===== src/verilog/cpu_pkg.sv =====
package cpu_pkg;

    // RV32I major opcodes for the supported subset
    localparam logic [6:0] OPC_OP     = 7'b0110011;
    localparam logic [6:0] OPC_OPIMM  = 7'b0010011;
    localparam logic [6:0] OPC_LUI    = 7'b0110111;
    localparam logic [6:0] OPC_LOAD   = 7'b0000011;
    localparam logic [6:0] OPC_STORE  = 7'b0100011;
    localparam logic [6:0] OPC_BRANCH = 7'b1100011;
    localparam logic [6:0] OPC_JAL    = 7'b1101111;

    typedef enum logic [3:0] {
        ALU_ADD = 4'd0,
        ALU_SUB = 4'd1,
        ALU_AND = 4'd2,
        ALU_OR  = 4'd3,
        ALU_XOR = 4'd4,
        ALU_SLT = 4'd5
    } alu_func_t;

    // ALU operand sources
    typedef enum logic [1:0] {
        OPSEL_REG  = 2'd0,
        OPSEL_PC   = 2'd1,
        OPSEL_IMM  = 2'd2,
        OPSEL_ZERO = 2'd3
    } opsel_t;

    // Register file write value sources
    typedef enum logic [1:0] {
        WB_ALU  = 2'd0,
        WB_LOAD = 2'd1,
        WB_IMM  = 2'd2,
        WB_PC4  = 2'd3
    } wbsel_t;

    // Bit 0 set means branch or jump taken
    typedef enum logic [1:0] {
        PC_SEQ   = 2'b00,
        PC_TAKEN = 2'b01
    } pcsel_t;

endpackage


===== src/verilog/fetch.sv =====
`timescale 1ns/100ps

module fetch import cpu_pkg::*; #(
    parameter int WIDTH = 32
) (
    input  logic             clk,
    input  logic             arst_n_i,
    input  logic             stall_i,
    input  logic             flush_i,
    input  pcsel_t           pcsel_i,
    input  logic [WIDTH-1:0] br_tar_i,
    input  logic [31:0]      instr_i,
    output logic [WIDTH-1:0] pc_o,
    output logic [WIDTH-1:0] pc_id_o,
    output logic [31:0]      instr_id_o,
    output logic             valid_id_o
);

    logic [WIDTH-1:0] pc_next;

    // Target from execute wins over the sequential PC
    assign pc_next = pcsel_i[0] ? br_tar_i : pc_o + WIDTH'(4);

    always_ff @(posedge clk or negedge arst_n_i) begin
        if (!arst_n_i) begin
            pc_o <= '0;
        end else if (!stall_i) begin
            pc_o <= pc_next;
        end
    end

    always_ff @(posedge clk or negedge arst_n_i) begin
        if (!arst_n_i) begin
            valid_id_o <= 1'b0;
        end else if (flush_i) begin
            valid_id_o <= 1'b0;
        end else if (!stall_i) begin
            valid_id_o <= 1'b1;
        end
    end

    // Fetch/decode payload, held while decode is stalled
    always_ff @(posedge clk) begin
        if (!stall_i) begin
            pc_id_o    <= pc_o;
            instr_id_o <= instr_i;
        end
    end

endmodule


===== src/verilog/decode.sv =====
`timescale 1ns/100ps

module decode import cpu_pkg::*; #(
    parameter int WIDTH = 32
) (
    input  logic             clk,
    input  logic             arst_n_i,
    input  logic             stall_i,
    input  logic             flush_i,
    input  logic [WIDTH-1:0] pc_i,
    input  logic [31:0]      instr_i,
    input  logic             valid_i,
    input  logic [WIDTH-1:0] rs1_data_i,
    input  logic [WIDTH-1:0] rs2_data_i,
    output logic [4:0]       rs1_addr_o,
    output logic [4:0]       rs2_addr_o,
    output logic             uses_rs1_o,
    output logic             uses_rs2_o,
    output logic [WIDTH-1:0] pc_o,
    output logic [WIDTH-1:0] rs1_data_o,
    output logic [WIDTH-1:0] rs2_data_o,
    output logic [WIDTH-1:0] imm_o,
    output logic [4:0]       rd_addr_o,
    output alu_func_t        alu_func_o,
    output opsel_t           opsel1_o,
    output opsel_t           opsel2_o,
    output wbsel_t           wbsel_o,
    output logic             rf_we_o,
    output logic             mem_we_o,
    output logic             load_o,
    output logic             branch_o,
    output logic             branch_ne_o,
    output logic             jump_o
);

    logic [6:0]       opcode;
    logic [2:0]       funct3;
    logic [WIDTH-1:0] imm_i;
    logic [WIDTH-1:0] imm_s;
    logic [WIDTH-1:0] imm_b;
    logic [WIDTH-1:0] imm_u;
    logic [WIDTH-1:0] imm_j;
    logic [WIDTH-1:0] imm;
    alu_func_t        alu;
    opsel_t           op1;
    opsel_t           op2;
    wbsel_t           wb;
    logic             known;
    logic             use1;
    logic             use2;
    logic             rf_we;
    logic             mem_we;
    logic             load;
    logic             branch;
    logic             jump;
    logic             bubble;

    assign opcode     = instr_i[6:0];
    assign funct3     = instr_i[14:12];
    assign rs1_addr_o = instr_i[19:15];
    assign rs2_addr_o = instr_i[24:20];

    // Sign-extended immediates for each format
    assign imm_i = WIDTH'($signed(instr_i[31:20]));
    assign imm_s = WIDTH'($signed({instr_i[31:25], instr_i[11:7]}));
    assign imm_b = WIDTH'($signed({instr_i[31], instr_i[7], instr_i[30:25],
                                   instr_i[11:8], 1'b0}));
    assign imm_u = WIDTH'($signed({instr_i[31:12], 12'b0}));
    assign imm_j = WIDTH'($signed({instr_i[31], instr_i[19:12], instr_i[20],
                                   instr_i[30:21], 1'b0}));

    always_comb begin
        known  = 1'b1;
        imm    = imm_i;
        alu    = ALU_ADD;
        op1    = OPSEL_REG;
        op2    = OPSEL_REG;
        wb     = WB_ALU;
        use1   = 1'b0;
        use2   = 1'b0;
        rf_we  = 1'b0;
        mem_we = 1'b0;
        load   = 1'b0;
        branch = 1'b0;
        jump   = 1'b0;
        case (opcode)
            OPC_OP: begin
                use1  = 1'b1;
                use2  = 1'b1;
                rf_we = 1'b1;
                case (funct3)
                    3'b000:  alu = instr_i[30] ? ALU_SUB : ALU_ADD;
                    3'b010:  alu = ALU_SLT;
                    3'b100:  alu = ALU_XOR;
                    3'b110:  alu = ALU_OR;
                    3'b111:  alu = ALU_AND;
                    default: known = 1'b0;
                endcase
            end
            OPC_OPIMM: begin
                // ADDI only
                use1  = 1'b1;
                op2   = OPSEL_IMM;
                rf_we = 1'b1;
                known = (funct3 == 3'b000);
            end
            OPC_LUI: begin
                imm   = imm_u;
                wb    = WB_IMM;
                rf_we = 1'b1;
            end
            OPC_LOAD: begin
                use1  = 1'b1;
                op2   = OPSEL_IMM;
                wb    = WB_LOAD;
                rf_we = 1'b1;
                load  = 1'b1;
            end
            OPC_STORE: begin
                use1   = 1'b1;
                use2   = 1'b1;
                imm    = imm_s;
                op2    = OPSEL_IMM;
                mem_we = 1'b1;
            end
            OPC_BRANCH: begin
                // BEQ and BNE only
                use1   = 1'b1;
                use2   = 1'b1;
                imm    = imm_b;
                branch = 1'b1;
                known  = (funct3[2:1] == 2'b00);
            end
            OPC_JAL: begin
                imm   = imm_j;
                wb    = WB_PC4;
                rf_we = 1'b1;
                jump  = 1'b1;
            end
            default: known = 1'b0;
        endcase
    end

    assign uses_rs1_o = valid_i && use1;
    assign uses_rs2_o = valid_i && use2;

    // Stalls, flushes, empty slots and unknown opcodes all become bubbles
    assign bubble = stall_i || flush_i || !valid_i || !known;

    always_ff @(posedge clk or negedge arst_n_i) begin
        if (!arst_n_i) begin
            rf_we_o  <= 1'b0;
            mem_we_o <= 1'b0;
            load_o   <= 1'b0;
            branch_o <= 1'b0;
            jump_o   <= 1'b0;
        end else begin
            rf_we_o  <= !bubble && rf_we;
            mem_we_o <= !bubble && mem_we;
            load_o   <= !bubble && load;
            branch_o <= !bubble && branch;
            jump_o   <= !bubble && jump;
        end
    end

    always_ff @(posedge clk) begin
        pc_o        <= pc_i;
        rs1_data_o  <= rs1_data_i;
        rs2_data_o  <= rs2_data_i;
        imm_o       <= imm;
        rd_addr_o   <= instr_i[11:7];
        alu_func_o  <= alu;
        opsel1_o    <= op1;
        opsel2_o    <= op2;
        wbsel_o     <= wb;
        branch_ne_o <= funct3[0];
    end

endmodule


===== src/verilog/regfile.sv =====
`timescale 1ns/100ps

module regfile #(
    parameter int WIDTH = 32
) (
    input  logic             clk,
    input  logic             arst_n_i,
    input  logic             we_i,
    input  logic [4:0]       rd_addr_i,
    input  logic [WIDTH-1:0] wdata_i,
    input  logic [4:0]       ra_addr_i,
    input  logic [4:0]       rb_addr_i,
    output logic [WIDTH-1:0] ra_data_o,
    output logic [WIDTH-1:0] rb_data_o
);

    // x0 has no storage
    logic [WIDTH-1:0] regs [1:31];

    always_ff @(posedge clk or negedge arst_n_i) begin
        if (!arst_n_i) begin
            for (int i = 1; i < 32; i++) begin
                regs[i] <= '0;
            end
        end else if (we_i && rd_addr_i != 5'd0) begin
            regs[rd_addr_i] <= wdata_i;
        end
    end

    assign ra_data_o = (ra_addr_i == 5'd0) ? '0 : regs[ra_addr_i];
    assign rb_data_o = (rb_addr_i == 5'd0) ? '0 : regs[rb_addr_i];

endmodule


===== src/verilog/hazard_detect.sv =====
`timescale 1ns/100ps

module hazard_detect (
    input  logic [4:0] rs1_addr_i,
    input  logic [4:0] rs2_addr_i,
    input  logic       uses_rs1_i,
    input  logic       uses_rs2_i,
    input  logic [4:0] rd_ex_i,
    input  logic       rf_we_ex_i,
    input  logic [4:0] rd_mem_i,
    input  logic       rf_we_mem_i,
    input  logic [4:0] rd_wb_i,
    input  logic       rf_we_wb_i,
    input  logic       taken_ex_i,
    output logic       stall_o,
    output logic       flush_o
);

    logic rs1_hit;
    logic rs2_hit;

    // Source still waiting on a write from an older instruction
    assign rs1_hit = uses_rs1_i && (rs1_addr_i != 5'd0) &&
                     ((rf_we_ex_i  && (rs1_addr_i == rd_ex_i))  ||
                      (rf_we_mem_i && (rs1_addr_i == rd_mem_i)) ||
                      (rf_we_wb_i  && (rs1_addr_i == rd_wb_i)));

    assign rs2_hit = uses_rs2_i && (rs2_addr_i != 5'd0) &&
                     ((rf_we_ex_i  && (rs2_addr_i == rd_ex_i))  ||
                      (rf_we_mem_i && (rs2_addr_i == rd_mem_i)) ||
                      (rf_we_wb_i  && (rs2_addr_i == rd_wb_i)));

    // A taken branch squashes the waiting instruction, so flush wins
    assign flush_o = taken_ex_i;
    assign stall_o = (rs1_hit || rs2_hit) && !taken_ex_i;

endmodule


===== src/verilog/execute.sv =====
`timescale 1ns/100ps

module execute import cpu_pkg::*; #(
    parameter int WIDTH = 32
) (
    input  logic             clk,
    input  logic             arst_n_i,
    input  logic [WIDTH-1:0] pc_i,
    input  logic [WIDTH-1:0] rs1_data_i,
    input  logic [WIDTH-1:0] rs2_data_i,
    input  logic [WIDTH-1:0] imm_i,
    input  logic [4:0]       rd_addr_i,
    input  alu_func_t        alu_func_i,
    input  opsel_t           opsel1_i,
    input  opsel_t           opsel2_i,
    input  wbsel_t           wbsel_i,
    input  logic             rf_we_i,
    input  logic             mem_we_i,
    input  logic             load_i,
    input  logic             branch_i,
    input  logic             branch_ne_i,
    input  logic             jump_i,
    output pcsel_t           pcsel_o,
    output logic [WIDTH-1:0] br_tar_o,
    output logic [WIDTH-1:0] pc_o,
    output logic [WIDTH-1:0] alu_out_o,
    output logic [WIDTH-1:0] rs2_data_o,
    output logic [WIDTH-1:0] imm_o,
    output logic [4:0]       rd_addr_o,
    output wbsel_t           wbsel_o,
    output logic             rf_we_o,
    output logic             mem_we_o
);

    alu_func_t        func;
    logic [WIDTH-1:0] opa;
    logic [WIDTH-1:0] opb;
    logic [WIDTH-1:0] alu_out;
    logic             taken;

    function automatic logic [WIDTH-1:0] pick_operand(
        input opsel_t           sel,
        input logic [WIDTH-1:0] reg_val
    );
        case (sel)
            OPSEL_REG: return reg_val;
            OPSEL_PC:  return pc_i;
            OPSEL_IMM: return imm_i;
            default:   return '0;
        endcase
    endfunction

    // Address generation for loads and stores always adds
    assign func = (load_i || mem_we_i) ? ALU_ADD : alu_func_i;

    always_comb begin
        opa = pick_operand(opsel1_i, rs1_data_i);
        opb = pick_operand(opsel2_i, rs2_data_i);
        case (func)
            ALU_SUB: alu_out = opa - opb;
            ALU_AND: alu_out = opa & opb;
            ALU_OR:  alu_out = opa | opb;
            ALU_XOR: alu_out = opa ^ opb;
            ALU_SLT: alu_out = WIDTH'($signed(opa) < $signed(opb));
            default: alu_out = opa + opb;
        endcase
    end

    // BNE inverts the equality test
    assign taken    = jump_i || (branch_i && ((rs1_data_i == rs2_data_i) ^ branch_ne_i));
    assign pcsel_o  = taken ? PC_TAKEN : PC_SEQ;
    assign br_tar_o = pc_i + imm_i;

    always_ff @(posedge clk or negedge arst_n_i) begin
        if (!arst_n_i) begin
            rf_we_o  <= 1'b0;
            mem_we_o <= 1'b0;
        end else begin
            rf_we_o  <= rf_we_i;
            mem_we_o <= mem_we_i;
        end
    end

    always_ff @(posedge clk) begin
        pc_o       <= pc_i;
        alu_out_o  <= alu_out;
        rs2_data_o <= rs2_data_i;
        imm_o      <= imm_i;
        rd_addr_o  <= rd_addr_i;
        wbsel_o    <= wbsel_i;
    end

endmodule


===== src/verilog/memory_access.sv =====
`timescale 1ns/100ps

module memory_access import cpu_pkg::*; #(
    parameter int WIDTH = 32
) (
    input  logic             clk,
    input  logic             arst_n_i,
    input  logic [WIDTH-1:0] pc_i,
    input  logic [WIDTH-1:0] alu_out_i,
    input  logic [WIDTH-1:0] dmem_rdata_i,
    input  logic [WIDTH-1:0] imm_i,
    input  logic [4:0]       rd_addr_i,
    input  wbsel_t           wbsel_i,
    input  logic             rf_we_i,
    output logic [4:0]       rd_addr_o,
    output logic             rf_we_o,
    output logic [WIDTH-1:0] rf_wdata_o
);

    logic [WIDTH-1:0] pc4_wb;
    logic [WIDTH-1:0] alu_wb;
    logic [WIDTH-1:0] load_wb;
    logic [WIDTH-1:0] imm_wb;
    wbsel_t           wbsel_wb;

    always_ff @(posedge clk or negedge arst_n_i) begin
        if (!arst_n_i) begin
            rf_we_o <= 1'b0;
        end else begin
            rf_we_o <= rf_we_i;
        end
    end

    // Link value computed here so execute only carries the PC
    always_ff @(posedge clk) begin
        rd_addr_o <= rd_addr_i;
        wbsel_wb  <= wbsel_i;
        pc4_wb    <= pc_i + WIDTH'(4);
        alu_wb    <= alu_out_i;
        load_wb   <= dmem_rdata_i;
        imm_wb    <= imm_i;
    end

    always_comb begin
        case (wbsel_wb)
            WB_LOAD: rf_wdata_o = load_wb;
            WB_IMM:  rf_wdata_o = imm_wb;
            WB_PC4:  rf_wdata_o = pc4_wb;
            default: rf_wdata_o = alu_wb;
        endcase
    end

endmodule


===== src/verilog/cpu.sv =====
`timescale 1ns/100ps

module cpu import cpu_pkg::*; #(
    parameter int WIDTH      = 32,
    parameter int DMEM_WORDS = 64
) (
    input  logic                          clk,
    input  logic                          arst_n_i,
    input  logic [31:0]                   instr_i,
    input  logic [WIDTH-1:0]              dmem_rdata_i,
    output logic [WIDTH-1:0]              pc_o,
    output logic                          dmem_we_o,
    output logic [$clog2(DMEM_WORDS)-1:0] dmem_addr_o,
    output logic [WIDTH-1:0]              dmem_wdata_o
);

    localparam int DADDR_W = $clog2(DMEM_WORDS);

    logic             stall;
    logic             flush;

    // Fetch/decode
    logic [WIDTH-1:0] pc_id;
    logic [31:0]      instr_id;
    logic             valid_id;
    logic [4:0]       rs1_addr;
    logic [4:0]       rs2_addr;
    logic [WIDTH-1:0] rs1_data;
    logic [WIDTH-1:0] rs2_data;
    logic             uses_rs1;
    logic             uses_rs2;

    // Decode/execute
    logic [WIDTH-1:0] pc_ex;
    logic [WIDTH-1:0] rs1_data_ex;
    logic [WIDTH-1:0] rs2_data_ex;
    logic [WIDTH-1:0] imm_ex;
    logic [4:0]       rd_addr_ex;
    alu_func_t        alu_func_ex;
    opsel_t           opsel1_ex;
    opsel_t           opsel2_ex;
    wbsel_t           wbsel_ex;
    logic             rf_we_ex;
    logic             mem_we_ex;
    logic             load_ex;
    logic             branch_ex;
    logic             branch_ne_ex;
    logic             jump_ex;
    pcsel_t           pcsel;
    logic [WIDTH-1:0] br_tar;

    // Execute/memory
    logic [WIDTH-1:0] pc_mem;
    logic [WIDTH-1:0] alu_out_mem;
    logic [WIDTH-1:0] rs2_data_mem;
    logic [WIDTH-1:0] imm_mem;
    logic [4:0]       rd_addr_mem;
    wbsel_t           wbsel_mem;
    logic             rf_we_mem;
    logic             mem_we_mem;

    // Writeback
    logic [4:0]       rd_addr_wb;
    logic             rf_we_wb;
    logic [WIDTH-1:0] rf_wdata_wb;

    // Byte address to word address
    assign dmem_we_o    = mem_we_mem;
    assign dmem_addr_o  = alu_out_mem[DADDR_W+1:2];
    assign dmem_wdata_o = rs2_data_mem;

    fetch #(.WIDTH(WIDTH)) fetch0 (
        .clk(clk), .arst_n_i(arst_n_i), .stall_i(stall), .flush_i(flush),
        .pcsel_i(pcsel), .br_tar_i(br_tar), .instr_i(instr_i), .pc_o(pc_o),
        .pc_id_o(pc_id), .instr_id_o(instr_id), .valid_id_o(valid_id)
    );

    decode #(.WIDTH(WIDTH)) decode0 (
        .clk(clk), .arst_n_i(arst_n_i), .stall_i(stall), .flush_i(flush),
        .pc_i(pc_id), .instr_i(instr_id), .valid_i(valid_id),
        .rs1_data_i(rs1_data), .rs2_data_i(rs2_data),
        .rs1_addr_o(rs1_addr), .rs2_addr_o(rs2_addr),
        .uses_rs1_o(uses_rs1), .uses_rs2_o(uses_rs2),
        .pc_o(pc_ex), .rs1_data_o(rs1_data_ex), .rs2_data_o(rs2_data_ex),
        .imm_o(imm_ex), .rd_addr_o(rd_addr_ex), .alu_func_o(alu_func_ex),
        .opsel1_o(opsel1_ex), .opsel2_o(opsel2_ex), .wbsel_o(wbsel_ex),
        .rf_we_o(rf_we_ex), .mem_we_o(mem_we_ex), .load_o(load_ex),
        .branch_o(branch_ex), .branch_ne_o(branch_ne_ex), .jump_o(jump_ex)
    );

    regfile #(.WIDTH(WIDTH)) regfile0 (
        .clk(clk), .arst_n_i(arst_n_i), .we_i(rf_we_wb), .rd_addr_i(rd_addr_wb),
        .wdata_i(rf_wdata_wb), .ra_addr_i(rs1_addr), .rb_addr_i(rs2_addr),
        .ra_data_o(rs1_data), .rb_data_o(rs2_data)
    );

    hazard_detect hazard0 (
        .rs1_addr_i(rs1_addr), .rs2_addr_i(rs2_addr),
        .uses_rs1_i(uses_rs1), .uses_rs2_i(uses_rs2),
        .rd_ex_i(rd_addr_ex), .rf_we_ex_i(rf_we_ex),
        .rd_mem_i(rd_addr_mem), .rf_we_mem_i(rf_we_mem),
        .rd_wb_i(rd_addr_wb), .rf_we_wb_i(rf_we_wb),
        .taken_ex_i(pcsel[0]), .stall_o(stall), .flush_o(flush)
    );

    execute #(.WIDTH(WIDTH)) exec0 (
        .clk(clk), .arst_n_i(arst_n_i), .pc_i(pc_ex),
        .rs1_data_i(rs1_data_ex), .rs2_data_i(rs2_data_ex), .imm_i(imm_ex),
        .rd_addr_i(rd_addr_ex), .alu_func_i(alu_func_ex),
        .opsel1_i(opsel1_ex), .opsel2_i(opsel2_ex), .wbsel_i(wbsel_ex),
        .rf_we_i(rf_we_ex), .mem_we_i(mem_we_ex), .load_i(load_ex),
        .branch_i(branch_ex), .branch_ne_i(branch_ne_ex), .jump_i(jump_ex),
        .pcsel_o(pcsel), .br_tar_o(br_tar), .pc_o(pc_mem), .alu_out_o(alu_out_mem),
        .rs2_data_o(rs2_data_mem), .imm_o(imm_mem), .rd_addr_o(rd_addr_mem),
        .wbsel_o(wbsel_mem), .rf_we_o(rf_we_mem), .mem_we_o(mem_we_mem)
    );

    memory_access #(.WIDTH(WIDTH)) memaccess0 (
        .clk(clk), .arst_n_i(arst_n_i), .pc_i(pc_mem), .alu_out_i(alu_out_mem),
        .dmem_rdata_i(dmem_rdata_i), .imm_i(imm_mem), .rd_addr_i(rd_addr_mem),
        .wbsel_i(wbsel_mem), .rf_we_i(rf_we_mem), .rd_addr_o(rd_addr_wb),
        .rf_we_o(rf_we_wb), .rf_wdata_o(rf_wdata_wb)
    );

endmodule


===== config.mk =====
export PLATFORM = sky130hd
export DESIGN_NAME = cpu
export DESIGN_NICKNAME = d
export VERILOG_FILES = /design/src/verilog/cpu_pkg.sv /design/src/verilog/fetch.sv /design/src/verilog/decode.sv /design/src/verilog/regfile.sv /design/src/verilog/hazard_detect.sv /design/src/verilog/execute.sv /design/src/verilog/memory_access.sv /design/src/verilog/cpu.sv
export SDC_FILE = /design/constraint.sdc
export NUM_CORES = 2
export LEC_CHECK = 0
export ABC_AREA = 1
export BUFFER_PORTS_ARGS = -buffer_cell sky130_fd_sc_hd__buf_2
export CORE_ASPECT_RATIO = 0.5
export CORE_MARGIN = 2
export CORE_UTILIZATION = 45
export CTS_CLUSTER_DIAMETER = 50
export CTS_CLUSTER_SIZE = 14
export DETAILED_ROUTE_END_ITERATION = 10
export MAX_ROUTING_LAYER = met4
export SYNTH_ARGS = -nofsm -noshare
export SYNTH_HDL_FRONTEND = slang
export SYNTH_HIERARCHICAL = 1
export SYNTH_SLANG_ARGS = --single-unit

===== constraint.sdc =====
create_clock -name clk -period 3.88 [get_ports clk]
set_input_delay 0.388 -clock clk [delete_from_list [all_inputs] [get_ports clk]]
set_output_delay 0.388 -clock clk [all_outputs]
set_load 0.005 [all_outputs]

; Yosys cells after proc, flatten, opt, wreduce, memory -nomap -nowiden
; Index checks and enable logic that the tools add are counted.
[totals]
ff_bits = 1509
out_inout_bits = 71
[op_classes]
n_addsub = 5
order_cmp = 5
n_eq_ne = 29
n_mux = 31
n_bitwise = 7
reduce_logical = 49
[ops]
columns = op, n
row1 = $bwmux 992, 1
row2 = $bmux 32 s5, 2
row3 = $mux 32, 6
row4 = $pmux 32 s3, 2
row5 = $demux 32 s5, 1
row6 = $pmux 32 s5, 1
row7 = $pmux 31 s4, 1
row8 = $add 32x3->32 const B, 2
row9 = $add 32x32->32, 2
row10 = $and 32x32->32, 1
row11 = $eq 32x32->1, 1
row12 = $lt 32x32->1, 1
row13 = $or 32x32->32, 1
row14 = $sub 32x32->32, 1
row15 = $xor 32x32->32, 1
row16 = $eq 5x5->1, 6
row17 = $eq 7x6->1 const B, 3
row18 = $logic_and 1x1->1, 21
row19 = $pmux 4 s5, 1
row20 = $ge 6x6->1 const B, 3
row21 = $not 5->6, 3
row22 = $reduce_bool 5->1, 3
row23 = $reduce_or 5->1, 3
row24 = $eq 7x7->1 const B, 2
row25 = 24 further kinds, 57

; Depth between registers and ports, before layout
[depth]
ltp_word = 13
ltp_mapped = 24

; Modules after synthesis
; The synthesis kept the hierarchy.
[modules_own_cells]
columns = module, n_inst, cells_each, area_each_um2
row1 = regfile, 1, 8852, 57974.4
row2 = execute, 1, 2034, 12557.0
row3 = memory_access, 1, 487, 4390.5
row4 = fetch, 1, 433, 4302.9
row5 = decode, 1, 295, 3808.7
row6 = hazard_detect, 1, 144, 583.1

; Worst setup path before layout
; Ideal clock, no wire load.
[synth_timing]
path_type = register to register
start = register decode0.rs2_data_o[28]
end = register fetch0.pc_o[11]
arrival_time_ns = 3.617
t_required_ns = 3.760
slack_ns = 0.143
stages_incl_launch_ff = 16
path_cell_list = dfxtp_1 -> xnor2_1 -> nand2_1 -> nor3_1 -> nand2_1 -> nor2_1 -> nand2_1 -> nand2_1 -> nand3_1 -> nand2_1 -> buf_4 -> a21oi_2 -> inv_1 -> clkbuf_1 -> nand4_1 -> o211a_1
[synth_between]
elab_chain_cells = 7
elab_cells_between_ends = 8
cone_classes = eq/ne: 1 / mux: 2 / bitwise: 1 / reduce/logical: 4
[synth_lines]
columns = element, line_no
row1 = start: declaration, decode.sv:21  ; output logic [WIDTH-1:0] rs2_data_o,
row2 = start signal: assignment, decode.sv:169  ; rs2_data_o <= rs2_data_i;
row3 = $eq 32x32->1, execute.sv:70  ; assign taken = jump_i || (branch_i && ((rs1_data_i == rs2_data_i) ^ branch_ne_i));
row4 = $xor 1x1->1, execute.sv:70
row5 = $logic_and 1x1->1, execute.sv:70
row6 = $logic_or 1x1->1, execute.sv:70
row7 = named net exec0.taken, execute.sv:39  ; logic taken;
row8 = $mux 1, execute.sv:71  ; assign pcsel_o = taken ? PC_TAKEN : PC_SEQ;
row9 = named net pcsel[0], cpu.sv:49  ; pcsel_t pcsel;
row10 = $logic_not 1->1, hazard_detect.sv:35  ; assign stall_o = (rs1_hit || rs2_hit) && !taken_ex_i;
row11 = $logic_and 1x1->1, hazard_detect.sv:35
row12 = named net stall, cpu.sv:19  ; logic stall;
row13 = end signal: assignment, fetch.sv:28  ; pc_o <= pc_next;
row14 = end: declaration, fetch.sv:13  ; output logic [WIDTH-1:0] pc_o,
; The timed path passes the listed nets, and every way through them passes these cells.
; A chain may end at the register's enable or synchronous reset.

; Worst setup path after layout
[layout_timing]
start = register decode0.opsel2_o[1]
end = register exec0.alu_out_o[18]
[layout_between]
elab_chain_cells = 4
elab_cells_between_ends = 10
cone_classes = add/sub: 2 / eq/ne: 2 / mux: 2 / bitwise: 3 / reduce/logical: 1
[layout_lines]
columns = element, line_no
row1 = start: declaration, decode.sv:26  ; output opsel_t opsel2_o,
row2 = start signal: assignment, decode.sv:174  ; opsel2_o <= op2;
row3 = "$eq 2x2->1, or another cell as far along", execute.sv:45  ; case (sel)
row4 = $pmux 32 s3 (*), execute.sv:45
row5 = "$add 32x32->32, or another cell as far along", execute.sv:65  ; default: alu_out = opa + opb;
row6 = $pmux 32 s5 (*), execute.sv:59  ; case (func)
row7 = named net exec0.alu_out[18], execute.sv:38  ; logic [WIDTH-1:0] alu_out;
row8 = end signal: assignment, execute.sv:86  ; alu_out_o <= alu_out;
row9 = end: declaration, execute.sv:26  ; output logic [WIDTH-1:0] alu_out_o,
; Mark *: on every way through the listed nets, which the timed path passes. The rest lies on a longest branch.

==> results.toml <==
[synth]
syn_area_um2 = 83600
syn_area_per_cell_um2 = 6.83
yosys_warnings = 6
syn_inst = 12243

[route]
drc = 0
drt-total-wl_mm = 360
avgViaCountPerCell = 5.70
antenna_left = 0
num_vias = 83620
post_drt_wl_per_cell_um = 24.5
drtIter0Drc = 12534
first_pass_iters = 6

[layout]
largest_register_ff_count = 992
top_register = "regfile0/regs"
area_growth_pct = 10.1
drive_gt1_share_pct = 6.75
n_fill_cell = 18532
utilization_pct = 50.1
nNetsFinal = 12261

[clock_tree]
cts-htree-levels = 4
clk_latency_ps = 830
clkTransAtPathRegs_ps = 70
clock-root-buffer = "clkbuf_16"
cts_tree = "yes"
cts_buffer_depth = 4
clock-sinks = 1507
cts_buffers = 152

[place]
io_buffers = 136
dp_slack_ps = 586
dp_hpwl_mm = 228
gp_congestion = 1.00

[timing]
rsz0062_at_grt = "no"
min_period_over_period_pct = 89.4
skew_ps = 61.4
fin_crit_ps = 3470
final-setup-viol-count = 0
timing.fmax_mhz = 288
setup-tns-final_ps = 0
fin_ws_ps = 411
hold_violations = 0
maxSlewHeadroom_pct = -31.3
finalMaxSlewViolations = 26
tightest_slew_ps = 1960
whs_ps = 191

[die]
die-width_um = 614
dieArea_um2 = 189000
ios = 137
start_util_pct = 45.5
rows = 111
die_h_um = 309
core_um2 = 184000

[power_and_ir_drop]
power_density_nw_per_um2 = 430
seqPwrFrac_pct = 43.2
power_switching_mw = 13.2
power.total_mw = 39.6
comb_power_share_pct = 19.4
p_clk_share_pct = 37.4
swShare_pct = 33.4
p_leak_nw = 46.0
ir_drop_v = 0.000316
internal_power_mw = 26.4

[critical_path]
crit_fanout = 17
cp.arrival_ps = 4130
endpoint_kind = "register"
cp.required_ps = 4540
critPathKind = "reg2reg"
cp-start-kind = "register"

[global_route]
grt_antenna_before_repair = 26
overflow = 0
grt_start_max_net_pins = 135
grt_pass1_vias = 75722
grt_usage_pct = 38.4
grt_pass1_wl_mm = 521

[status]
violations = "slew limit"
status = "finished with violations"

[min_path]
hold_path_class = "in2reg"

[run]
max_cap_viol_count = 0
[worst paths after layout]
path / startpoint / to / slack [ps] / cells after the start
setup / recovery: decode0/opsel2_o[1]$_DFF_P_ / exec0/alu_out_o[18]$_DFF_P_ / 410 / 13
hold / removal: dmem_rdata_i[23] / memaccess0/load_wb[23]$_DFF_P_ / 190 / 2
setup reg to reg: decode0/opsel2_o[1]$_DFF_P_ / exec0/alu_out_o[18]$_DFF_P_ / 410 / 13
hold reg to reg: exec0/alu_out_o[29]$_DFF_P_ / memaccess0/alu_wb[29]$_DFF_P_ / 310 / 0
max in group asynchronous: arst_n_i / regfile0/regs[175]$_DFFE_PN0P_ / 2580 / 4
min in group asynchronous: arst_n_i / regfile0/regs[962]$_DFFE_PN0P_ / 220 / 2
[final cells by class]
class | instances | area (µm²) | area share (%)
Clock inverter | 43 | 470 | 0.511
Antenna cell | 40 | 100 | 0.109
Multi-Input combinational cell | 8800 | 39800 | 43.2
Clock buffer | 203 | 4220 | 4.59
Sequential cell | 1507 | 36000 | 39.1
Inverter | 1155 | 4400 | 4.78
Timing Repair Buffer | 447 | 4000 | 4.35
Tap cell | 2486 | 3110 | 3.38
[per-layer routing]
| metal | routed length, µm | part of all wire [%] | global-route usage (%) | up-vias |
|---|---|---|---|---|
| met3 | 48300 | 13 | 11.4 | 900 |
| li1 | - | - | - | 38047 |
| met4 | 16800 | 4.7 | 15.8 | 0 |
| met1 | 147000 | 41 | 51.4 | 39551 |
| met5 | 0 | 0 | - | - |
| met2 | 149000 | 41 | 53.9 | 5122 |
[critical path, cell delays in order, from the launching register on]
cell	delay, ps
dfxtp_1	330
nand2_1	130
inv_1	240
buf_12	240
a221oi_1	550
ha_1	470
nor2_1	240
nand2_1	170
nor2_1	370
nand3_1	200
nand3_1	120
nand2_1	60
nand3_1	80
nand3_1	90
[cell usage in the layout (no fill, tap or decap), types with 41 or more instances in the layout]
cell type,n
o21ai_0,450
nor2_1,437
buf_12,65
inv_1,1106
ha_1,129
buf_2,135
nand3_1,1673
buf_4,181
a21oi_1,412
o21ai_1,45
edfxtp_1,64
dlygate4sd3_1,65
clkbuf_16,158
nor2_4,41
xor2_1,55
nand4_1,60
nand2_1,5129
dfrtp_1,1033
dfxtp_1,410
[power groups by stage]
stage,registers (mW),logic [mW],clock network (mW)
4_1_cts,17.1,7.34,14.9
3_3_place_gp,17.4,7.26,0
2_1_floorplan,17.0,4.22,0
5_1_grt,17.1,8.12,15.6
6_report,17.1,7.67,14.8
3_5_place_dp,17.4,7.26,0
[metrics by stage]
step           area (µm²)  std cells
3_3_place_gp        86600      14330
3_5_place_dp        86600      14330
5_1_grt             92000      14675
6_report            92100      14681
2_1_floorplan       83600      12246
4_1_cts             92000      14641
[timing repair]
item,in CTS,in global routing
gates resized for setup,0,0
setup buffers,0,0
hold buffers,65,0
endpoints found under the hold margin,109,0
Power figures use the tool's default switching activity.
